===== config.mk =====
export PLATFORM = sky130hd
export DESIGN_NAME = lsu_top
export DESIGN_NICKNAME = d
export VERILOG_FILES = /design/src/source/rv_isa_pkg.sv /design/src/source/dmem_pkg.sv /design/src/source/ls_decode.sv /design/src/source/lsu_ctrl.sv /design/src/source/load_ext.sv /design/src/source/store_pack.sv /design/src/source/lsu_top.sv
export VERILOG_INCLUDE_DIRS = /design/src /design/src/source
export SDC_FILE = /design/constraint.sdc
export NUM_CORES = 1
export LEC_CHECK = 0
export BUFFER_PORTS_ARGS = -buffer_cell sky130_fd_sc_hd__buf_2
export CAP_MARGIN = 30
export CORE_AREA = 2 2 207 209
export DETAILED_ROUTE_END_ITERATION = 16
export DIE_AREA = 0 0 209 211
export SLEW_MARGIN = 40
export SYNTH_ARGS = -nofsm -noshare
export SYNTH_HDL_FRONTEND = slang
export SYNTH_SLANG_ARGS = --single-unit

===== constraint.sdc =====
create_clock -name vclk -period 6.5
set_input_delay 1.3 -clock vclk [all_inputs]
set_output_delay 1.3 -clock vclk [all_outputs]
set_load 0.02 [all_outputs]

===== src/source/lsu_cfg.svh =====
`ifndef LSU_CFG_SVH
`define LSU_CFG_SVH

// data path and address width
`define XLEN 64

// instruction word width
`define INST_LEN 32

// byte lanes in one SRAM word
`define DMEM_LANES 8

// lane offset bits inside one word
`define DMEM_OFF_W 3

`endif


===== src/source/rv_isa_pkg.sv =====
`include "lsu_cfg.svh"

package rv_isa_pkg;

    // major opcode, instr[6:2]
    // only the two memory classes matter to this stage
    typedef enum logic [4:0] {
        OP_LOAD  = 5'b00000,
        OP_STORE = 5'b01000,
        // anything else lands here
        OP_OTHER = 5'b11111
    } opcode_e;

    // funct3 of loads and stores
    // stores reuse the b/h/w/d codes, the U forms are loads only
    typedef enum logic [2:0] {
        MEM_B  = 3'b000,
        MEM_H  = 3'b001,
        MEM_W  = 3'b010,
        MEM_D  = 3'b011,
        MEM_BU = 3'b100,
        MEM_HU = 3'b101,
        MEM_WU = 3'b110
    } memop_e;

    // decoded load/store command
    typedef struct packed {
        // read request wanted
        logic       rden;
        // write request wanted
        logic       wren;
        // access size and signedness
        memop_e     memop;
        // store data source register
        logic [4:0] rs2_idx;
        // load destination register
        logic [4:0] rd_idx;
    } ls_cmd_t;

endpackage


===== src/source/dmem_pkg.sv =====
`include "lsu_cfg.svh"

package dmem_pkg;

    // request toward the data SRAM
    // rd_en and wr_en are levels, never both high
    typedef struct packed {
        // byte address, natural alignment only
        logic [`XLEN-1:0]       addr;
        logic                   rd_en;
        logic                   wr_en;
        // store bytes already sitting on their lanes
        logic [`XLEN-1:0]       wr_data;
        // one enable per byte lane
        logic [`DMEM_LANES-1:0] wr_mask;
        // log2 of access bytes, 0 to 3
        logic [2:0]             wr_size;
    } dmem_req_t;

    // answer from the data SRAM
    // strobes count only while the matching enable is high
    typedef struct packed {
        // read word on rd_data this cycle
        logic                   rd_data_valid;
        // write accepted this cycle
        logic                   wr_data_ok;
        // whole aligned word, lanes untouched
        logic [`XLEN-1:0]       rd_data;
    } dmem_rsp_t;

endpackage


===== src/source/ls_decode.sv =====
`timescale 1ns/1ps
`include "lsu_cfg.svh"

module ls_decode (
    input  logic [`INST_LEN-1:0] instr_i,
    input  logic [`INST_LEN-1:0] instr_last_i,
    input  logic [`XLEN-1:0]     rs2_i,
    input  logic [`XLEN-1:0]     wb_data_i,
    output rv_isa_pkg::ls_cmd_t  cmd_o,
    output logic [`XLEN-1:0]     st_data_o
);
    import rv_isa_pkg::*;

    // class of one instruction word
    function automatic opcode_e major_op(input logic [`INST_LEN-1:0] instr);
        logic [4:0] op_bits;
        op_bits = instr[6:2];
        // compressed encodings never reach this stage as memory ops
        if (instr[1:0] != 2'b11) begin
            return OP_OTHER;
        end
        if (op_bits == OP_LOAD) begin
            return OP_LOAD;
        end
        if (op_bits == OP_STORE) begin
            return OP_STORE;
        end
        return OP_OTHER;
    endfunction

    opcode_e    cur_op;
    opcode_e    last_op;
    logic [4:0] last_rd;
    logic       fwd_hit;

    assign cur_op  = major_op(instr_i);
    assign last_op = major_op(instr_last_i);

    // command fields
    assign cmd_o.rden    = (cur_op == OP_LOAD);
    assign cmd_o.wren    = (cur_op == OP_STORE);
    // funct3 straight into the access code
    assign cmd_o.memop   = memop_e'(instr_i[14:12]);
    assign cmd_o.rs2_idx = instr_i[24:20];
    assign cmd_o.rd_idx  = instr_i[11:7];

    // destination of the load one slot ahead
    assign last_rd = instr_last_i[11:7];

    // load result not yet in the regfile when this store reads rs2
    // x0 never carries a loaded value
    assign fwd_hit = (last_op == OP_LOAD)
                   & (cur_op == OP_STORE)
                   & (last_rd == cmd_o.rs2_idx)
                   & (last_rd != 5'd0);

    // bypass mux
    assign st_data_o = fwd_hit ? wb_data_i : rs2_i;

endmodule


===== src/source/lsu_ctrl.sv =====
`timescale 1ns/1ps
`include "lsu_cfg.svh"

module lsu_ctrl (
    input  logic                clk,
    input  logic                rst_n_i,
    input  rv_isa_pkg::ls_cmd_t cmd_i,
    input  logic [`XLEN-1:0]    addr_i,
    input  dmem_pkg::dmem_rsp_t rsp_i,
    output logic [`XLEN-1:0]    addr_o,
    output logic                rd_en_o,
    output logic                wr_en_o,
    output logic                ls_not_ok_o,
    output logic                ls_misalign_o
);
    import rv_isa_pkg::*;

    logic [`DMEM_OFF_W-1:0] off;
    logic                   access;
    logic                   aligned;
    logic                   size_ok;
    logic                   legal;

    // every path below is combinational
    // request leaves in the same cycle the instruction arrives

    assign off    = addr_i[`DMEM_OFF_W-1:0];
    assign access = cmd_i.rden | cmd_i.wren;

    // natural alignment per access size
    always_comb begin
        aligned = 1'b1;
        size_ok = 1'b1;
        case (cmd_i.memop)
            MEM_B, MEM_BU: begin
                // bytes fit anywhere
                aligned = 1'b1;
            end
            MEM_H, MEM_HU: begin
                aligned = (off[0] == 1'b0);
            end
            MEM_W, MEM_WU: begin
                aligned = (off[1:0] == 2'b00);
            end
            MEM_D: begin
                aligned = (off == 3'b000);
            end
            default: begin
                // funct3 111 names no access
                size_ok = 1'b0;
            end
        endcase
        // no unsigned stores
        if (cmd_i.wren && cmd_i.memop[2]) begin
            size_ok = 1'b0;
        end
    end

    assign legal = aligned & size_ok;

    // flag only a real size at a bad offset
    // no request goes out, so no stall either
    assign ls_misalign_o = access & size_ok & ~aligned;

    // gated enables
    assign rd_en_o = cmd_i.rden & legal;
    assign wr_en_o = cmd_i.wren & legal;

    // full byte address, the SRAM picks lanes by mask and offset
    assign addr_o = addr_i;

    // hold the pipe until the strobe of the live request
    // a same-cycle answer means no stall at all
    assign ls_not_ok_o = (rd_en_o & ~rsp_i.rd_data_valid)
                       | (wr_en_o & ~rsp_i.wr_data_ok);

endmodule


===== src/source/load_ext.sv =====
`timescale 1ns/1ps
`include "lsu_cfg.svh"

module load_ext (
    input  rv_isa_pkg::memop_e     memop_i,
    input  logic [`DMEM_OFF_W-1:0] byte_off_i,
    input  logic [`XLEN-1:0]       rd_data_i,
    output logic [`XLEN-1:0]       ls_res_o
);
    import rv_isa_pkg::*;

    logic [`XLEN-1:0] lane_data;

    // addressed lane down to bit 0
    // offset in bytes, shift in bits
    assign lane_data = rd_data_i >> {byte_off_i, 3'b000};

    // size and sign
    always_comb begin
        case (memop_i)
            MEM_B: begin
                ls_res_o = {{(`XLEN-8){lane_data[7]}}, lane_data[7:0]};
            end
            MEM_BU: begin
                ls_res_o = {{(`XLEN-8){1'b0}}, lane_data[7:0]};
            end
            MEM_H: begin
                ls_res_o = {{(`XLEN-16){lane_data[15]}}, lane_data[15:0]};
            end
            MEM_HU: begin
                ls_res_o = {{(`XLEN-16){1'b0}}, lane_data[15:0]};
            end
            MEM_W: begin
                ls_res_o = {{(`XLEN-32){lane_data[31]}}, lane_data[31:0]};
            end
            MEM_WU: begin
                ls_res_o = {{(`XLEN-32){1'b0}}, lane_data[31:0]};
            end
            MEM_D: begin
                // full word, offset is zero here
                ls_res_o = lane_data;
            end
            default: begin
                ls_res_o = '0;
            end
        endcase
    end

endmodule


===== src/source/store_pack.sv =====
`timescale 1ns/1ps
`include "lsu_cfg.svh"

module store_pack (
    input  rv_isa_pkg::memop_e     memop_i,
    input  logic [`DMEM_OFF_W-1:0] byte_off_i,
    input  logic [`XLEN-1:0]       st_data_i,
    output logic [`XLEN-1:0]       wr_data_o,
    output logic [`DMEM_LANES-1:0] wr_mask_o,
    output logic [2:0]             wr_size_o
);
    import rv_isa_pkg::*;

    logic [`DMEM_LANES-1:0] base_mask;

    // lanes at offset zero, size code, replicated data
    always_comb begin
        case (memop_i)
            MEM_B: begin
                base_mask = `DMEM_LANES'h01;
                wr_size_o = 3'd0;
                // low byte on every lane
                wr_data_o = {`DMEM_LANES{st_data_i[7:0]}};
            end
            MEM_H: begin
                base_mask = `DMEM_LANES'h03;
                wr_size_o = 3'd1;
                wr_data_o = {(`DMEM_LANES/2){st_data_i[15:0]}};
            end
            MEM_W: begin
                base_mask = `DMEM_LANES'h0f;
                wr_size_o = 3'd2;
                wr_data_o = {(`DMEM_LANES/4){st_data_i[31:0]}};
            end
            MEM_D: begin
                base_mask = `DMEM_LANES'hff;
                wr_size_o = 3'd3;
                wr_data_o = st_data_i;
            end
            default: begin
                // no store form, nothing enabled
                base_mask = '0;
                wr_size_o = 3'd0;
                wr_data_o = st_data_i;
            end
        endcase
    end

    // slide enables up to the addressed lane
    // aligned access, so nothing falls off the top
    assign wr_mask_o = base_mask << byte_off_i;

endmodule


===== src/source/lsu_top.sv =====
`timescale 1ns/1ps
`include "lsu_cfg.svh"

module lsu_top (
    input  logic                  clk,
    input  logic                  rst_n_i,
    // pipeline side, held while ls_not_ok_o is high
    input  logic [`INST_LEN-1:0]  instr_i,
    input  logic [`INST_LEN-1:0]  instr_last_i,
    input  logic [`XLEN-1:0]      rs2_i,
    input  logic [`XLEN-1:0]      wb_data_i,
    input  logic [`XLEN-1:0]      addr_i,
    // SRAM answer
    input  dmem_pkg::dmem_rsp_t   dmem_rsp_i,
    // results back to the pipeline
    output logic [`XLEN-1:0]      ls_res_o,
    output logic                  ls_not_ok_o,
    output logic                  ls_misalign_o,
    // SRAM request
    output dmem_pkg::dmem_req_t   dmem_req_o
);
    import rv_isa_pkg::*;

    ls_cmd_t                cmd;
    logic [`XLEN-1:0]       st_data;
    logic [`XLEN-1:0]       req_addr;
    logic                   rd_en;
    logic                   wr_en;
    logic [`XLEN-1:0]       wr_data;
    logic [`DMEM_LANES-1:0] wr_mask;
    logic [2:0]             wr_size;
    logic [`DMEM_OFF_W-1:0] byte_off;

    // lane offset shared by both datapaths
    assign byte_off = addr_i[`DMEM_OFF_W-1:0];

    // decode and store-data bypass
    ls_decode u_ls_decode (
        .instr_i      (instr_i),
        .instr_last_i (instr_last_i),
        .rs2_i        (rs2_i),
        .wb_data_i    (wb_data_i),
        .cmd_o        (cmd),
        .st_data_o    (st_data)
    );

    // alignment, enables, stall
    lsu_ctrl u_lsu_ctrl (
        .clk           (clk),
        .rst_n_i       (rst_n_i),
        .cmd_i         (cmd),
        .addr_i        (addr_i),
        .rsp_i         (dmem_rsp_i),
        .addr_o        (req_addr),
        .rd_en_o       (rd_en),
        .wr_en_o       (wr_en),
        .ls_not_ok_o   (ls_not_ok_o),
        .ls_misalign_o (ls_misalign_o)
    );

    // read path
    load_ext u_load_ext (
        .memop_i    (cmd.memop),
        .byte_off_i (byte_off),
        .rd_data_i  (dmem_rsp_i.rd_data),
        .ls_res_o   (ls_res_o)
    );

    // write path
    store_pack u_store_pack (
        .memop_i    (cmd.memop),
        .byte_off_i (byte_off),
        .st_data_i  (st_data),
        .wr_data_o  (wr_data),
        .wr_mask_o  (wr_mask),
        .wr_size_o  (wr_size)
    );

    // request bundle toward the SRAM
    assign dmem_req_o.addr    = req_addr;
    assign dmem_req_o.rd_en   = rd_en;
    assign dmem_req_o.wr_en   = wr_en;
    assign dmem_req_o.wr_data = wr_data;
    assign dmem_req_o.wr_mask = wr_mask;
    assign dmem_req_o.wr_size = wr_size;

endmodule


==> results of run 1 <==
through the flow:
stage          std cells  hold slack, ns  setup WS (ns)  power (mW)
5_1_grt             1546           2.600         0.6485      0.6364
4_1_cts             1546           2.600         0.7493      0.5945
6_report            1546           2.600         0.7392      0.5926
3_3_place_gp        1544           2.600         0.7703      0.5864
2_1_floorplan        745           2.713          1.368      0.3908
3_5_place_dp        1546           2.600         0.7548      0.5921
cell type report:
class | count | area (um^2)
well taps | 539 | 674.4
multi-input cells | 592 | 4214
inverters | 15 | 56.30
repair buffers | 400 | 2113
fillers | 4812 | 34700
cells in the final DEF, fill, tap and decap left out, types with 6 or more instances in the layout:
cell type | Yosys | final
a211oi_1 | 23 | 23
buf_4 | 69 | 28
nand2_1 | 66 | 66
o41ai_1 | 9 | 9
o21ai_0 | 67 | 67
o211ai_1 | 13 | 13
o22a_1 | 12 | 12
mux4_2 | 20 | 20
inv_1 | 14 | 14
a21boi_0 | 9 | 9
nor2b_1 | 10 | 10
buf_2 | 10 | 368
mux2i_1 | 80 | 80
a21oi_1 | 70 | 68
mux2_2 | 28 | 28
o21a_1 | 14 | 14
and2_1 | 11 | 11
a211o_1 | 6 | 6
nor2_1 | 83 | 82
a22o_1 | 8 | 8
nor3_1 | 6 | 6
a21boi_1 | 8 | 8
a22oi_1 | 8 | 8
cell families after synthesis:
group | synth area share (%)
AOI/OAI and AO/OA | 33.85
muxes | 31.46
buffers and inverters | 17.15
and+or+nand+nor | 16.78
xor gates and xnor gates | 0.6920
other | 0.07406
how the worst min path moves through the flow:
stage	startpoint	endpoint	slack, ns	cells past startpoint
global route	addr_i[53]	dmem_req_o[130]	2.60	0
CTS	addr_i[26]	dmem_req_o[103]	2.60	0
finish	addr_i[25]	dmem_req_o[102]	2.60	0
global placement	addr_i[26]	dmem_req_o[103]	2.60	0
detailed placement	addr_i[26]	dmem_req_o[103]	2.60	0
floorplan	addr_i[23]	dmem_req_o[100]	2.71	1
metal layers:
layer | vias up | GRT usage, % | part of all wire [%]
met2 | 432 | 24.29 | 50
li1 | 3220 | - | -
met3 | 95 | 1.710 | 6.6
met4 | 0 | 6.773 | 5.5
met1 | 3283 | 14.45 | 38
met5 | - | 0 | 0
power by group:
| group | switching, mW | internal, mW | leakage [nW] | total, mW |
|---|---|---|---|---|
| Combinational | 0.367 | 0.225 | 3.48 | 0.593 |
| Sequential | 0 | 0 | 0 | 0 |
| Clock | 0 | 0 | 0 | 0 |
==> out/summary.txt, run 1 <==
number of library cell types mapped by synthesis - 50
global-route wire length before repair - 43.31 mm
relative slew slack - 50.17%
unrepaired setup endpoints after global routing - no
largest net degree at the start of global routing - 81
max incr delay on CP - 0.84 ns
cell depth of the worst setup path - 9
vias in the first global route - 6909
Power Dens Cells - 83.96 nW/um^2
post-layout net count - 1333
critical path's slowest cell - or4_2
endpoints failing setup - 0
list of most frequent post-synthesis cells - 83 x nor2_1, 80 x mux2i_1, 70 x a21oi_1, 69 x buf_4, 67 x o21ai_0
post-synthesis cell area - 5064 um^2
Initial Utilization - 12.13%
area growth from synthesis to layout - 39.39%
layout cells sized above 1 - 45.48%
Leakage - 3.476 nW
CP Max Fanout - 15
Resized cells post-CTS - 0
CP Capture Type - output pin
core area - 41760 um^2
WP data arrival - 4.46 ns
floorplan row count - 75
Post-Route Utilization - 16.90%
Worst-Margin Slew - 0.7459 ns
register area share after synthesis - 0%
cell family with most CP delay - simple AND/OR/NAND/NOR gates
Tcrit/Tclk final - 88.63%
Syn. warnings - 0
Synth top area share - 15.81%
final hold viol count - 0
crit path kind - primary input to output pin
max-cap violation count - 0
minimum clock period - 5.761 ns
Final GP Congestion - 0.8760
I/O Buffers - 369
CP dominant cell by count - buf_2
final slew viol count - 0
I/O Pins - 531
Via-to-Cell Ratio - 4.547
buffer count from post-CTS setup fixing - 0
ANT cells - 0
starting DRC count in detailed routing - 482
DRC - 0
peak supply drop - 0.03513 mV
Chip Height - 211 um
top cell type by total area after synthesis - mux2i_1
Die Footprint - 44100 um^2
Worst Setup Start Kind - primary input
dominant cells by area after synthesis - mux2i_1 16%, buf_4 10%, mux4_2 8.9%
FF+latch count - 0
via count - 7030
CTS Hold Buffers Added - 0
post-synth net total - 1069
post-DR wirelength/cell - 19.99 um
clock buffers - 0
final setup TNS - 0 ns
gr ovfl total - 0
count leader, synth - nor2_1
DRT Pass-1 Iters - 4
CP Launch Point - instr_last_i[3]
Reg area - 0 um^2
routed wire length - 30.91 mm
Max Fclk - 173.6 MHz
status - finished, final reports clean
CP required - 5.20 ns
Hold Path Class - primary input to output pin
Syn Inst Count - 745
buffers and inverters on the worst path - 3
Syn Area/Cell - 6.797 um^2
Total GRT Usage - 13.04%
Cell Area, Placed - 7058 um^2
Final ANT Viol Nets - 0
Final Cell Area - 7058 um^2
Die X - 209 um
worst-path cell chain - buf_2, or4_1, a2111o_1, or4_2, buf_4, mux2i_1, a21boi_0, o22a_1, buf_2
dpl hpwl - 25.47 mm
initial antenna violation count - 0
CP Capture Point - dmem_req_o[64]
Note: power is estimated with default switching activity, not from simulation.
==> run 2: changes to the inputs <==
Settings changed: CELL_PAD_IN_SITES_DETAIL_PLACEMENT set to 2, CELL_PAD_IN_SITES_GLOBAL_PLACEMENT set to 2, CORE_AREA 2 2 207 209 to 2 2 204 206, DIE_AREA 0 0 209 211 to 0 0 206 208, PLACE_DENSITY_LB_ADDON set to 0.1, SKIP_LAST_GASP set to 1.
==> out/summary.txt, run 2 (same netlist as run 1, synthesis figures left out) <==
Initial Utilization - 12.49%
starting DRC count in detailed routing - 185
Comb power frac - 100.0%
CP Launch Point - instr_last_i[3]
minimum clock period - 5.792 ns
buffer count from post-CTS setup fixing - 0
layout cells sized above 1 - 45.81%
Resized cells post-CTS - 0
Max Fclk - 172.7 MHz
most frequent cells in the layout - 368 x buf_2, 83 x nor2_1, 80 x mux2i_1, 69 x a21oi_1, 67 x o21ai_0
Via-to-Cell Ratio - 4.441
max-cap violation count - 0
Total GRT Usage - 15.67%
FF+latch count - 0
Tcrit/Tclk final - 89.11%
Post-Route Utilization - 17.50%
clock share of power - 0%
CP required - 5.20 ns
global-route wire length before repair - 50.76 mm
final hold viol count - 0
post-layout net count - 1341
filler instances - 4921
area of the multi-input gates - 4213 um^2
peak supply drop - 0.02203 mV
Die X - 206 um
Power Dens Cells - 84.09 nW/um^2
clock buffers - 0
crit path kind - primary input to output pin
Reg area - 0 um^2
core area - 40550 um^2
gr ovfl total - 0
Hold Path Class - primary input to output pin
Final Cell Area - 7097 um^2
PnR worst setup slack - 0.7081 ns
via count - 6883
Chip Height - 208 um
initial antenna violation count - 7
switching share of power - 62.49%
dpl hpwl - 29.10 mm
unrepaired setup endpoints after global routing - no
final slew viol count - 0
Final GP Congestion - 0.7427
largest net degree at the start of global routing - 61
vias in the first global route - 7351
Worst Setup Start Kind - primary input
final setup TNS - 0 ns
DRT Pass-1 Iters - 4
pre-CTS setup slack - 0.6262 ns
endpoints failing setup - 0
status - finished, final reports clean
Sw Pwr - 372.9 uW
Cell Area, Placed - 7089 um^2
post-DR wirelength/cell - 23.13 um
Worst-Margin Slew - 0.8138 ns
routed wire length - 35.85 mm
WP data arrival - 4.49 ns
floorplan row count - 74
Leakage - 3.505 nW
share of total power in sequential cells - 0%
placed instance count - 1547
commonest non-fill, non-tap cell in the layout - buf_2
Die Footprint - 42850 um^2
I/O Pins - 531
Post-Layout Cell Count - 1550
Hold Crit Start - addr_i[35]
CTS Hold Buffers Added - 0
power consumption - 596.8 uW
hold path depth - 0
Final ANT Viol Nets - 0
hold endpoint - dmem_req_o[112]
area growth from synthesis to layout - 40.15%
Internal - 223.8 uW
relative slew slack - 45.55%
DRC - 0
CP Max Fanout - 25
WHS - 2.600 ns
CP Capture Type - output pin
I/O Buffers - 369
run 2: cell count changes in the layout (fill, tap and decap cells not counted):
cell     previous run  this run
a21oi_1            68        69
a21oi_2             1         0
buf_4              28        39
buf_6               1         0
buf_8               2         0
diode_2             0         3
nor2_1             82        83
nor2_2              1         0
nor3_1              6         5
nor3_2              0         1
run 2: worst max path at each step:
stage	cells after the start	slack [ns]	to
3_3_place_gp	10	0.67	dmem_req_o[62]
3_5_place_dp	9	0.63	dmem_req_o[63]
4_1_cts	9	0.62	dmem_req_o[63]
5_1_grt	10	0.52	dmem_req_o[70]
6_report	9	0.71	dmem_req_o[63]
2_1_floorplan	8	1.37	dmem_req_o[55]
run 2: layout make-up:
class,count,share of cell area (%)
well taps,532,9.379
inverters,15,0.7934
multi-input cells,592,59.36
diodes,3,0.1058
repair buffers,408,30.36
run 2: critical path, stage by stage:
cell	delay [ns]
buf_2	0.09
or4_1	0.53
a2111o_1	0.42
or4_2	0.96
buf_4	0.32
mux2i_1	0.28
a21boi_0	0.18
o22a_1	0.22
buf_2	0.17
run 2: metal layers:
metal / wire length (um) / track usage [%]
met4: 73 / 0.7882
met5: 55 / 0
met2: 17980 / 28.72
met1: 14520 / 18.68
met3: 3214 / 4.621
run 2: power groups by stage:
stage,logic (mW),registers (mW),clock network (mW)
3_5_place_dp,0.610,0,0
2_1_floorplan,0.391,0,0
5_1_grt,0.654,0,0.0000000413
4_1_cts,0.612,0,0
6_report,0.597,0,0.0000000622
3_3_place_gp,0.608,0,0
